**src/logic/cache_pkg.sv**
```systemverilog
// shared sizes and address field widths for the data cache
// opcode enum plus the controller and splitter state enums

package cache_pkg;

  // address and data sizes
  localparam int ADDR_W     = 32;            // byte address width
  localparam int DATA_W     = 64;            // core data width

  // line geometry
  localparam int LINE_BYTES = 64;            // bytes per line
  localparam int LINE_W     = LINE_BYTES * 8; // 512 bit line
  localparam int BANK_BYTES = 16;            // bank size seen by splitter
  localparam int NUM_LINES  = 64;            // direct mapped, one way

  // address fields, tag takes whatever is left over
  localparam int OFFSET_W   = $clog2(LINE_BYTES);
  localparam int INDEX_W    = $clog2(NUM_LINES);
  localparam int TAG_W      = ADDR_W - INDEX_W - OFFSET_W;

  typedef enum logic {
    OP_READ  = 1'b0,
    OP_WRITE = 1'b1
  } cache_op_e;

  typedef enum logic [2:0] {
    ST_IDLE,                                 // wait for bank req
    ST_LOOKUP,                               // tag compare
    ST_WBACK,                                // dirty victim out
    ST_REFILL,                               // line in from memory
    ST_ACK                                   // one cycle bank ack
  } ctrl_state_e;

  typedef enum logic [1:0] {
    SP_IDLE,
    SP_FIRST,                                // first (or only) half
    SP_SECOND,                               // half in the next bank
    SP_DONE                                  // core ack held
  } split_state_e;

endpackage

```
**src/logic/cache_split.sv**
```systemverilog
// cache_split: unaligned core access splitter
// turns one core access into one or two bank accesses and merges the read data

`timescale 1ns/1ps

module cache_split (
  input  logic                            clk,
  input  logic                            rst,
  // core side, four-phase req/ack
  input  logic                            i_core_req,
  input  cache_pkg::cache_op_e            i_core_op,
  input  logic [cache_pkg::ADDR_W-1:0]    i_core_addr,
  input  logic [cache_pkg::DATA_W-1:0]    i_core_wdata,
  input  logic [2:0]                      i_core_bytes,   // byte count minus 1
  output logic [cache_pkg::DATA_W-1:0]    o_core_rdata,
  output logic                            o_core_ack,
  // bank side, ack is a pulse
  output logic                            o_bank_req,
  output cache_pkg::cache_op_e            o_bank_op,
  output logic [cache_pkg::ADDR_W-1:0]    o_bank_addr,
  output logic [cache_pkg::DATA_W-1:0]    o_bank_wdata,
  output logic [2:0]                      o_bank_bytes,
  input  logic [cache_pkg::DATA_W-1:0]    i_bank_rdata,
  input  logic                            i_bank_ack
);

  cache_pkg::split_state_e             state;
  logic [3:0]                          addr_lo;         // offset inside the bank
  logic [4:0]                          lo_end;          // offset of the last byte
  logic                                crossing;        // needs a second half
  logic [2:0]                          first_bytes;
  logic [2:0]                          second_bytes;
  logic [3:0]                          first_len;       // first half length in bytes
  logic [cache_pkg::ADDR_W-1:0]        second_addr;
  logic [cache_pkg::DATA_W-1:0]        second_wdata;
  logic [cache_pkg::DATA_W-1:0]        first_mask;
  logic [cache_pkg::DATA_W-1:0]        first_rdata;     // held result of first half
  logic [cache_pkg::DATA_W-1:0]        merged_rdata;
  logic                                in_second;

  assign addr_lo      = i_core_addr[3:0];
  assign lo_end       = {1'b0, addr_lo} + {2'b00, i_core_bytes};
  assign crossing     = lo_end >= 5'(cache_pkg::BANK_BYTES);

  // first half runs up to the bank end, second half gets the rest
  assign first_bytes  = crossing ? 3'(cache_pkg::BANK_BYTES - 1 - addr_lo) : i_core_bytes;
  assign second_bytes = 3'(lo_end - 5'(cache_pkg::BANK_BYTES));
  assign first_len    = {1'b0, first_bytes} + 4'd1;
  assign second_addr  = {i_core_addr[cache_pkg::ADDR_W-1:4] + 1'b1, 4'b0000};
  assign second_wdata = i_core_wdata >> {first_len, 3'b000};

  // low first_len bytes come from the first half
  assign first_mask   = (64'd1 << {first_len, 3'b000}) - 64'd1;
  assign merged_rdata = (first_rdata & first_mask) | (i_bank_rdata << {first_len, 3'b000});

  assign in_second    = (state == cache_pkg::SP_SECOND);

  assign o_bank_op    = i_core_op;                     // core holds op until ack
  assign o_bank_addr  = in_second ? second_addr  : i_core_addr;
  assign o_bank_wdata = in_second ? second_wdata : i_core_wdata;
  assign o_bank_bytes = in_second ? second_bytes : first_bytes;

  always_ff @(posedge clk) begin
    if (rst) begin
      state      <= cache_pkg::SP_IDLE;
      o_bank_req <= 1'b0;
      o_core_ack <= 1'b0;
    end else begin
      case (state)
        cache_pkg::SP_IDLE: begin
          if (i_core_req) begin
            o_bank_req <= 1'b1;
            state      <= cache_pkg::SP_FIRST;
          end
        end
        cache_pkg::SP_FIRST: begin
          if (i_bank_ack) begin
            o_bank_req <= 1'b0;                         // drop req after ack pulse
            if (crossing) begin
              state <= cache_pkg::SP_SECOND;
            end else begin
              o_core_ack <= 1'b1;
              state      <= cache_pkg::SP_DONE;
            end
          end
        end
        cache_pkg::SP_SECOND: begin
          if (i_bank_ack) begin
            o_bank_req <= 1'b0;
            o_core_ack <= 1'b1;
            state      <= cache_pkg::SP_DONE;
          end else if (!o_bank_req) begin
            o_bank_req <= 1'b1;                         // req was low for one cycle
          end
        end
        cache_pkg::SP_DONE: begin
          if (!i_core_req) begin
            o_core_ack <= 1'b0;
            state      <= cache_pkg::SP_IDLE;
          end
        end
        default: state <= cache_pkg::SP_IDLE;
      endcase
    end
  end

  // read data path
  always_ff @(posedge clk) begin
    if (i_bank_ack && state == cache_pkg::SP_FIRST) begin
      first_rdata  <= i_bank_rdata;
      o_core_rdata <= i_bank_rdata;                   // final when not crossing
    end else if (i_bank_ack && in_second) begin
      o_core_rdata <= merged_rdata;
    end
  end

endmodule

```
**config.mk**
```make
export PLATFORM = sky130hd
export DESIGN_NAME = cache_split
export DESIGN_NICKNAME = d
export VERILOG_FILES = /design/src/logic/cache_pkg.sv /design/src/logic/cache_split.sv
export SDC_FILE = /design/constraint.sdc
export NUM_CORES = 1
export LEC_CHECK = 0
export BUFFER_PORTS_ARGS = -buffer_cell sky130_fd_sc_hd__buf_2
export CAP_MARGIN = 5
export CORE_ASPECT_RATIO = 0.8
export CORE_MARGIN = 1
export CORE_UTILIZATION = 35
export CTS_BUF_LIST = sky130_fd_sc_hd__clkbuf_8 sky130_fd_sc_hd__clkbuf_16
export DETAILED_ROUTE_END_ITERATION = 7
export RECOVER_POWER = 25
export SLEW_MARGIN = 20
export SYNTH_ARGS = -nofsm -noshare
export SYNTH_HDL_FRONTEND = slang
export SYNTH_SLANG_ARGS = --single-unit
```
**constraint.sdc**
```tcl
create_clock -name clk -period 6.4 [get_ports clk]
set_clock_uncertainty 0.15 [all_clocks]
set_input_delay 0.96 -clock clk [delete_from_list [all_inputs] [get_ports clk]]
set_output_delay 0.96 -clock clk [all_outputs]
set_load 0.1 [all_outputs]
```
* Word-level counts from Yosys, hierarchy flattened *
Index checks and enable logic that the tools add are counted.

cells by class
  add/sub/neg operators = 6
  magnitude comparators = 1
  equal/unequal tests = 8
  shift operators = 3
  multiplexer cells = 21
  bitwise operators = 2
  reduce and logical (&&, ||, !) cells = 9

operator list
  cell                   count
  $mux 64                3
  $and 64x64->64         1
  $or 64x64->64          1
  $shl 1x7->64 const A   1
  $shl 64x7->64          1
  $shr 64x7->64          1
  $sub 64x1->64 const B  1
  $mux 32                1
  $add 28x1->28 const B  1
  $ne 2x2->1 const B     5
  $mux 1                 8
  $mux 2                 4
  $pmux 2 s4             1
  $mux 3                 2
  $pmux 1 s3             2
  $reduce_bool 3->1      2
  $add 4x3->5            1
  $ge 5x5->1 const B     1
  $reduce_and 5->1       1
  $add 3x1->4 const B    1
  $eq 2x2->1 const B     2
  $reduce_and 4->1       1
  $reduce_and 3->1       1
  $sub 3x1->3 const B    1
  5 further kinds        6

storage, ports and cells
  register bits after elaboration = 132
  bits of input ports = 168
  output and inout port bits = 166
  logic and storage cells = 55

* Longest topological paths before layout *
Gate-level depths: netlist (run 1).

  word-level depth = 10
  gate-level depth with buffers = 21
  depth with buffers taken out = 15

* Least setup slack after synthesis (run 1) *
OpenSTA, ideal clock, no wires.

  path kind = input-to-output
  from = in i_core_addr[0] in the netlist's numbering
  to = out o_bank_bytes[2]
  data arrival time = 4,703 ps
  required time = 5,290 ps
  path slack = 587 ps
  stages on the path = 8
  path buffers = 3
  cells stage by stage = ha_1 > fa_1 > a21o_1 > a22o_1 > buf_4 > buf_2 > buf_1 > o21ai_0

on the way
  word-level cells in the longest chain between the ends = 4
  elaborated cells on any way between the ends = 6

ends and longest elaborated chain
  item                line               source
  start: declaration  cache_split.sv:12  input logic [cache_pkg::ADDR_W-1:0] i_core_addr,
  $add 4x3->5         cache_split.sv:42  assign lo_end = {1'b0, addr_lo} + {2'b00, i_core_bytes};
  $ge 5x5->1          cache_split.sv:43  assign crossing = lo_end >= 5'(cache_pkg::BANK_BYTES);
  $mux 3              cache_split.sv:46  assign first_bytes = crossing ? 3'(cache_pkg::BANK_BYTES - 1 - addr_lo) : i_core_bytes;
  $mux 3 *            cache_split.sv:61  assign o_bank_bytes = in_second ? second_bytes : first_bytes;
  end: declaration    cache_split.sv:22  output logic [2:0] o_bank_bytes,

Mark *: on every way between the ends. The rest lies on a longest branch, timed or not.

* Final worst setup path (run 1) *
  from = in i_core_addr[0] in the netlist's numbering
  to = out o_bank_wdata[11] in the netlist's numbering

on the way
  word-level cells in the longest chain between the ends = 6
  elaborated cells on any way between the ends = 7

ends and longest elaborated chain
  item              line               source
  $add 4x3->5       cache_split.sv:42
  $ge 5x5->1        cache_split.sv:43
  $mux 3 *          cache_split.sv:46
  $add 3x1->4 *     cache_split.sv:48  assign first_len = {1'b0, first_bytes} + 4'd1;
  $shr 64x7->64 *   cache_split.sv:50  assign second_wdata = i_core_wdata >> {first_len, 3'b000};
  $mux 64 *         cache_split.sv:60  assign o_bank_wdata = in_second ? second_wdata : i_core_wdata;
  end: declaration  cache_split.sv:21  output logic [cache_pkg::DATA_W-1:0] o_bank_wdata,

Marked as above.

==> run_results.csv, run 1 <==
group,metric,value,unit
run_status,status,"finished with violations",
run_status,violations,"capacitance limit, slew limit",
routing,wl,36.0,mm
cts,insertion_delay,420,ps
cts,cts_sinks,132,
flow_run,max-cap-violations,2,
pwr,ir_drop,0.242,mV
grt,grt_usage,0.252,
floorplanning,die_w,186,um
critical_path,arrival,4430,ps
cts,cts_buffer_depth,2,
layout,nNetsFinal,1472,
critical_path,worstRegToRegCells,6,
critical_path,rr_startpoint,"state[1]",
sta,fmax,0.180,GHz
min_path,holdCritPathClass,"reg -> reg",
floorplanning,die-height,149,um
critical_path,worstSetupPathType,"in -> out",
placement,hpwl,26.6,mm
yosys,synth-async-reset-ratio,0,
routing,firstDrtPassIters,6,
yosys,synth_fp_nets,1170,
sta,worst_pin_slew,2610,ps
floorplanning,row_count,53,
layout,drive_above_1_share,0.262,
cts,cts_tree,"done",
yosys,synth_edf_count,128,
cts,htreeDepth,4,
critical_path,worst-r2r-setup-slack,1310,ps
grt,grt_overflow_total,0,
routing,drt_iter0_drc,887,
cts,postCtsHoldBufs,0,
critical_path,cp_max_fo,46,
pwr,p_leak,4.93,nW
floorplanning,dieArea,27700,sq um
critical_path,crit_start,"i_core_addr[0]",
yosys,synthCells,987,
cts,numCtsBuffers,17,
grt,antenna_found_initial,4,
sta,period_share,0.866,
placement,place_ws,537,ps
yosys,ys.flop_type,"edfxtp_1",
sta,drv_slew,90,
critical_path,cp-endpoint,"o_bank_wdata[11]",
sta,rsz0062_at_grt,"false",
sta,finalWorstSetupSlack,855,ps
routing,ant_nets,0,
yosys,ys_warn_count,0,
yosys,synth_area,9470,sq um
yosys,ys_seq_area_frac,0.414,
routing,vias,9441,
critical_path,reg2reg_to,"o_core_rdata[2]",
yosys,synth.avg_cell_area,9.60,sq um
yosys,ys_seq_elements,132,
sta,finalHoldViolCount,0,
layout,final_util,0.449,
routing,drc,0,
sta,setup_viol,0,
grt,grt_pass1_vias,8377,
cts,postCtsSetupBuffers,0,
floorplanning,coreArea,26500,sq um
routing,drt-vias-per-instance,5.67,
routing,routedWlPerCell,21.6,um
critical_path,required,5290,ps
floorplanning,start_util,0.358,
min_path,min_from,"o_core_ack",
critical_path,critPathLaunchType,"input pin",
cts,root_buffer,"clkbuf_16",
layout,syn2layout_area_growth,25.4,%
yosys,synth.distinct_cells,64,
pwr,power.density,489,nW/um^2
grt,grt_max_degree,114,
sta,tns,0,ps
cts,cts.repair.resized,0,
floorplanning,io-pin-count,334,
placement,port_buffers,331,
sta,period_needed,5540,ps
critical_path,critPathCaptureType,"output pin",
sta,relSlewSlack,-0.753,
grt,grt_pass1_wl,52.1,mm
cts,clkSlewWorstSetupHoldPaths,60,ps
placement,gp_congestion,0.924,
-- through the flow --
step / instances / total power [mW] / hold slack [ps] / cell area [sq um]
after CTS: 1659 / 5.81 / 356 / 12000
final: 1665 / 5.81 / 351 / 11900
after global routing: 1662 / 6.03 / 386 / 11900
after floorplan: 987 / 4.26 / 362 / 9470
after detailed placement: 1627 / 4.95 / 344 / 11500
after global placement: 1626 / 4.93 / 331 / 11400
-- critical path, stage by stage --
cell	delay, ps
buf_2	130
ha_1	210
fa_1	460
a21o_1	290
a21oi_1	370
a21oi_4	50
buf_4	300
inv_2	620
mux2i_1	250
a221oi_1	110
nor2_1	180
buf_2	450
-- sequential cells by signal, indices dropped and copies added, names as in the netlist --
signal and flops:
first_rdata 64, o_bank_req 1, o_core_ack 1, o_core_rdata 64, state 2
-- cell type report --
| type | instances | area (sq um) |
|---|---|---|
| Fill cell | 2642 | 14600 |
| Sequential cell | 132 | 3920 |
| Multi-Input combinational cell | 770 | 5170 |
| Clock buffer | 17 | 425 |
| Tap cell | 357 | 447 |
| Antenna cell | 6 | 15.0 |
| Inverter | 15 | 57.6 |
| Timing Repair Buffer | 353 | 1770 |
| Clock inverter | 15 | 77.6 |
-- metal layers --
metal,routed length (um),vias to the layer above,track usage
li1,-,4388,-
met1,16800,4502,0.391
met2,15100,514,0.327
met3,3680,35,0.0791
met4,409,2,0.0643
met5,13,-,0
-- worst min path at each step --
stage                       to  slack (ps)  depth (start not counted)
6_report            o_core_ack         350                          2
5_1_grt             o_core_ack         390                          2
4_1_cts             o_core_ack         360                          2
3_5_place_dp        o_bank_req         340                          2
3_3_place_gp        o_bank_req         330                          2
2_1_floorplan  o_core_rdata[0]         360                          1
-- cells by family (layout without fill, tap and decap cells) --
| family | Yosys count | after routing | synth area share |
|---|---|---|---|
| mux | 128 | 128 | 0.142 |
| other cells | 0 | 6 | 0 |
| simple gates | 341 | 341 | 0.154 |
| buf+inv | 85 | 400 | 0.0415 |
| flops | 132 | 132 | 0.414 |
| compound gates | 255 | 255 | 0.196 |
| fa+ha+maj | 15 | 15 | 0.0206 |
| xor+xnor | 31 | 31 | 0.0314 |
-- Yosys cell counts (13+ instances only) --
library cell,n,area share
mux2i_1,120,0.13
ha_1,14,0.018
buf_2,17,0.0090
edfxtp_1,128,0.41
clkbuf_1,42,0.017
o22ai_1,18,0.012
a22o_1,26,0.024
nand2_1,124,0.049
a21oi_1,62,0.033
nand3_1,37,0.020
nor2_1,126,0.050
a31oi_1,20,0.013
o21ai_0,13,0.0069
o2bb2ai_1,17,0.016
a221oi_1,27,0.025
nor3_1,15,0.0079
xnor2_1,20,0.018
-- report_power, final --
part,switching [mW],internal [mW],total [mW]
combinational,2.99,0.655,3.65
sequential,0.0635,1.24,1.31
clock,0.381,0.481,0.862
total,3.44,2.38,5.81
-- cell usage in the layout (no fill, tap or decap), types with 7 or more instances in the layout --
cell type / Yosys / layout
buf_2: 17 / 267
edfxtp_1: 128 / 128
nor2_1: 126 / 126
nand2_1: 124 / 124
mux2i_1: 120 / 120
clkbuf_1: 42 / 64
a21oi_1: 62 / 62
nand3_1: 37 / 37
a221oi_1: 27 / 27
a22o_1: 26 / 26
a31oi_1: 20 / 20
xnor2_1: 20 / 20
buf_4: 4 / 20
o22ai_1: 18 / 18
o2bb2ai_1: 17 / 17
clkbuf_16: 0 / 17
nor3_1: 15 / 15
ha_1: 14 / 14
o21ai_0: 13 / 13
nor2b_1: 12 / 12
inv_1: 8 / 10
a222oi_1: 10 / 10
a22oi_1: 9 / 9
xor2_1: 9 / 9
o211ai_1: 8 / 8
a32o_1: 8 / 8
a32oi_1: 8 / 8
clkinv_1: 3 / 7
nand4_1: 7 / 7
a2bb2oi_1: 7 / 7
(Power assumes the default switching activity.)
==> inputs of run 2 (changes only) <==
--- a/config.mk
+++ b/config.mk
@@ -10,7 +10,8 @@
 export CORE_ASPECT_RATIO = 0.8
 export CORE_MARGIN = 1
-export CORE_UTILIZATION = 35
+export CORE_UTILIZATION = 40
 export CTS_BUF_LIST = sky130_fd_sc_hd__clkbuf_8 sky130_fd_sc_hd__clkbuf_16
 export DETAILED_ROUTE_END_ITERATION = 7
+export PLACE_DENSITY = 0.66
 export RECOVER_POWER = 25
 export SLEW_MARGIN = 20
--- a/constraint.sdc
+++ b/constraint.sdc
@@ -3,3 +3,3 @@
 set_input_delay 0.96 -clock clk [delete_from_list [all_inputs] [get_ports clk]]
 set_output_delay 0.96 -clock clk [all_outputs]
-set_load 0.1 [all_outputs]
+set_load 0.02 [all_outputs]
==> run 2 against run 1 <==
  * The run now ends clean
  * Via count grew 0.82%
  * Fmax is essentially flat
  * First-iteration DRC count is 22% higher
  * Sequential power about the same
  * Register-to-register slack improved by 1900 ps
  * Critical endpoint is now o_core_rdata[43]
  * Sequential cell count did not move
  * Cell area is 0.19% lower
==> run_results.csv, run 2 (synthesis gave the netlist of run 1 again) <==
group,metric,value,unit
layout,syn2layout_area_growth,25.1,%
placement,hpwl,24.0,mm
cts,numCtsBuffers,17,
sta,fmax,0.181,GHz
layout,final_cell_mix,"buf_2, edfxtp_1, nor2_1, nand2_1, mux2i_1",
routing,wl,34.3,mm
cts,cts_buffer_depth,2,
floorplanning,coreArea,22900,sq um
routing,firstDrtPassIters,6,
layout,final_common_cell,"buf_2",
routing,vias,9518,
sta,tns,0,ps
critical_path,arrival,5650,ps
grt,grt_pass1_vias,8501,
cts,postCtsHoldBufs,0,
sta,period_needed,5540,ps
cts,postCtsSetupBuffers,0,
floorplanning,row_count,49,
min_path,holdCritPathClass,"reg -> reg",
cts,cts_sinks,132,
grt,antenna_found_initial,1,
sta,drv_slew,0,
routing,routedWlPerCell,21.4,um
sta,period_share,0.866,
pwr,p_leak,4.89,nW
run_status,status,"complete, no violations",
grt,grt_pass1_wl,50.6,mm
placement,port_buffers,331,
critical_path,worstSetupPathType,"in -> reg",
cts,insertion_delay,410,ps
cts,htreeDepth,4,
pwr,power.density,361,nW/um^2
grt,grt_overflow_total,0,
routing,drt-vias-per-instance,5.93,
routing,ant_nets,0,
cts,cts.repair.resized,0,
layout,regArea,3920,sq um
flow_run,max-cap-violations,0,
layout,biggestRegsByFlops,"first_rdata x64, o_core_rdata x64, state x2",
sta,setup_viol,0,
cts,cts_tree,"done",
pwr,ir_drop,0.175,mV
critical_path,cp_max_fo,17,
placement,gp_congestion,0.906,
floorplanning,dieArea,24300,sq um
floorplanning,start_util,0.414,
sta,finalHoldViolCount,0,
grt,grt_max_degree,94,
floorplanning,io-pin-count,334,
layout,drive_above_1_share,0.247,
critical_path,required,6510,ps
sta,whs,362,ps
critical_path,critPathCaptureType,"register",
cts,clkSlewWorstSetupHoldPaths,60,ps
routing,drc,0,
grt,grt_usage,0.270,
layout,n_fill_cell,2202,
layout,multiInputGateArea,5180,sq um
sta,relSlewSlack,0.291,
layout,nNetsFinal,1470,
sta,worst_pin_slew,1060,ps
sta,rsz0062_at_grt,"false",
floorplanning,die_w,174,um
floorplanning,die-height,140,um
critical_path,critPathLaunchType,"input pin",
routing,drt_iter0_drc,1083,
cts,root_buffer,"clkbuf_16",
==> run 2: path summary, 6_finish.rpt <==
| kind | startpoint | end | slack (ps) | depth (start not counted) |
|---|---|---|---|---|
| min reg2reg | o_bank_req | o_bank_req | 360 | 2 |
| max reg2reg | state[1] | o_core_rdata[11] | 3250 | 6 |
| min | o_bank_req | o_bank_req | 360 | 2 |
| max | i_core_addr[0] | o_core_rdata[43] | 860 | 17 |
==> run 2: cell type report <==
type | instances | share of cell area
timing repair buffer | 351 | 0.144
sequential | 132 | 0.331
clock buffer | 17 | 0.0359
antenna | 1 | 0.000211
multi-input combinational | 770 | 0.437
clock inverter | 14 | 0.0150
inverter | 15 | 0.00485
tap | 306 | 0.0323
==> run 2: routing by layer <==
metal  vias up  GRT usage  share of wire
li1       4376          -              -
met1      4480      0.403           0.44
met2       584      0.377           0.43
met3        78     0.0596           0.10
met4         0      0.101          0.030
met5         -          0              0
==> run 2: critical path, cell delays in order <==
cell and delay (ps):
buf_2 130, ha_1 210, fa_1 460, a21oi_2 260
nor2_1 180, a21oi_4 190, ha_1 390, inv_2 180
or4_1 570, o211a_2 180, nand2_1 80, ha_1 140
buf_4 270, o211ai_1 200, a211oi_2 820, a221oi_1 230
a21oi_1 190
==> run 2: report_power, final <==
| part | internal [mW] | switching, mW | total, mW | leakage (nW) |
|---|---|---|---|---|
| Combinational | 0.632 | 1.34 | 1.97 | 3.38 |
| Sequential | 1.24 | 0.0660 | 1.30 | 1.21 |
| Clock | 0.615 | 0.389 | 1.00 | 0.294 |
| Total | 2.48 | 1.79 | 4.28 | 4.89 |
==> run 2: through the flow <==
step / util / instance area (sq um) / std cells / setup slack [ps] / power (mW)
finish: 0.518 / 11900 / 1606 / 860 / 4.28
global route: 0.518 / 11900 / 1606 / 641 / 4.48
CTS: 0.523 / 12000 / 1604 / 958 / 4.29
detailed placement: 0.497 / 11400 / 1573 / 569 / 3.28
global placement: 0.497 / 11400 / 1573 / 678 / 3.27
floorplan: - / 9470 / 987 / 771 / 2.63
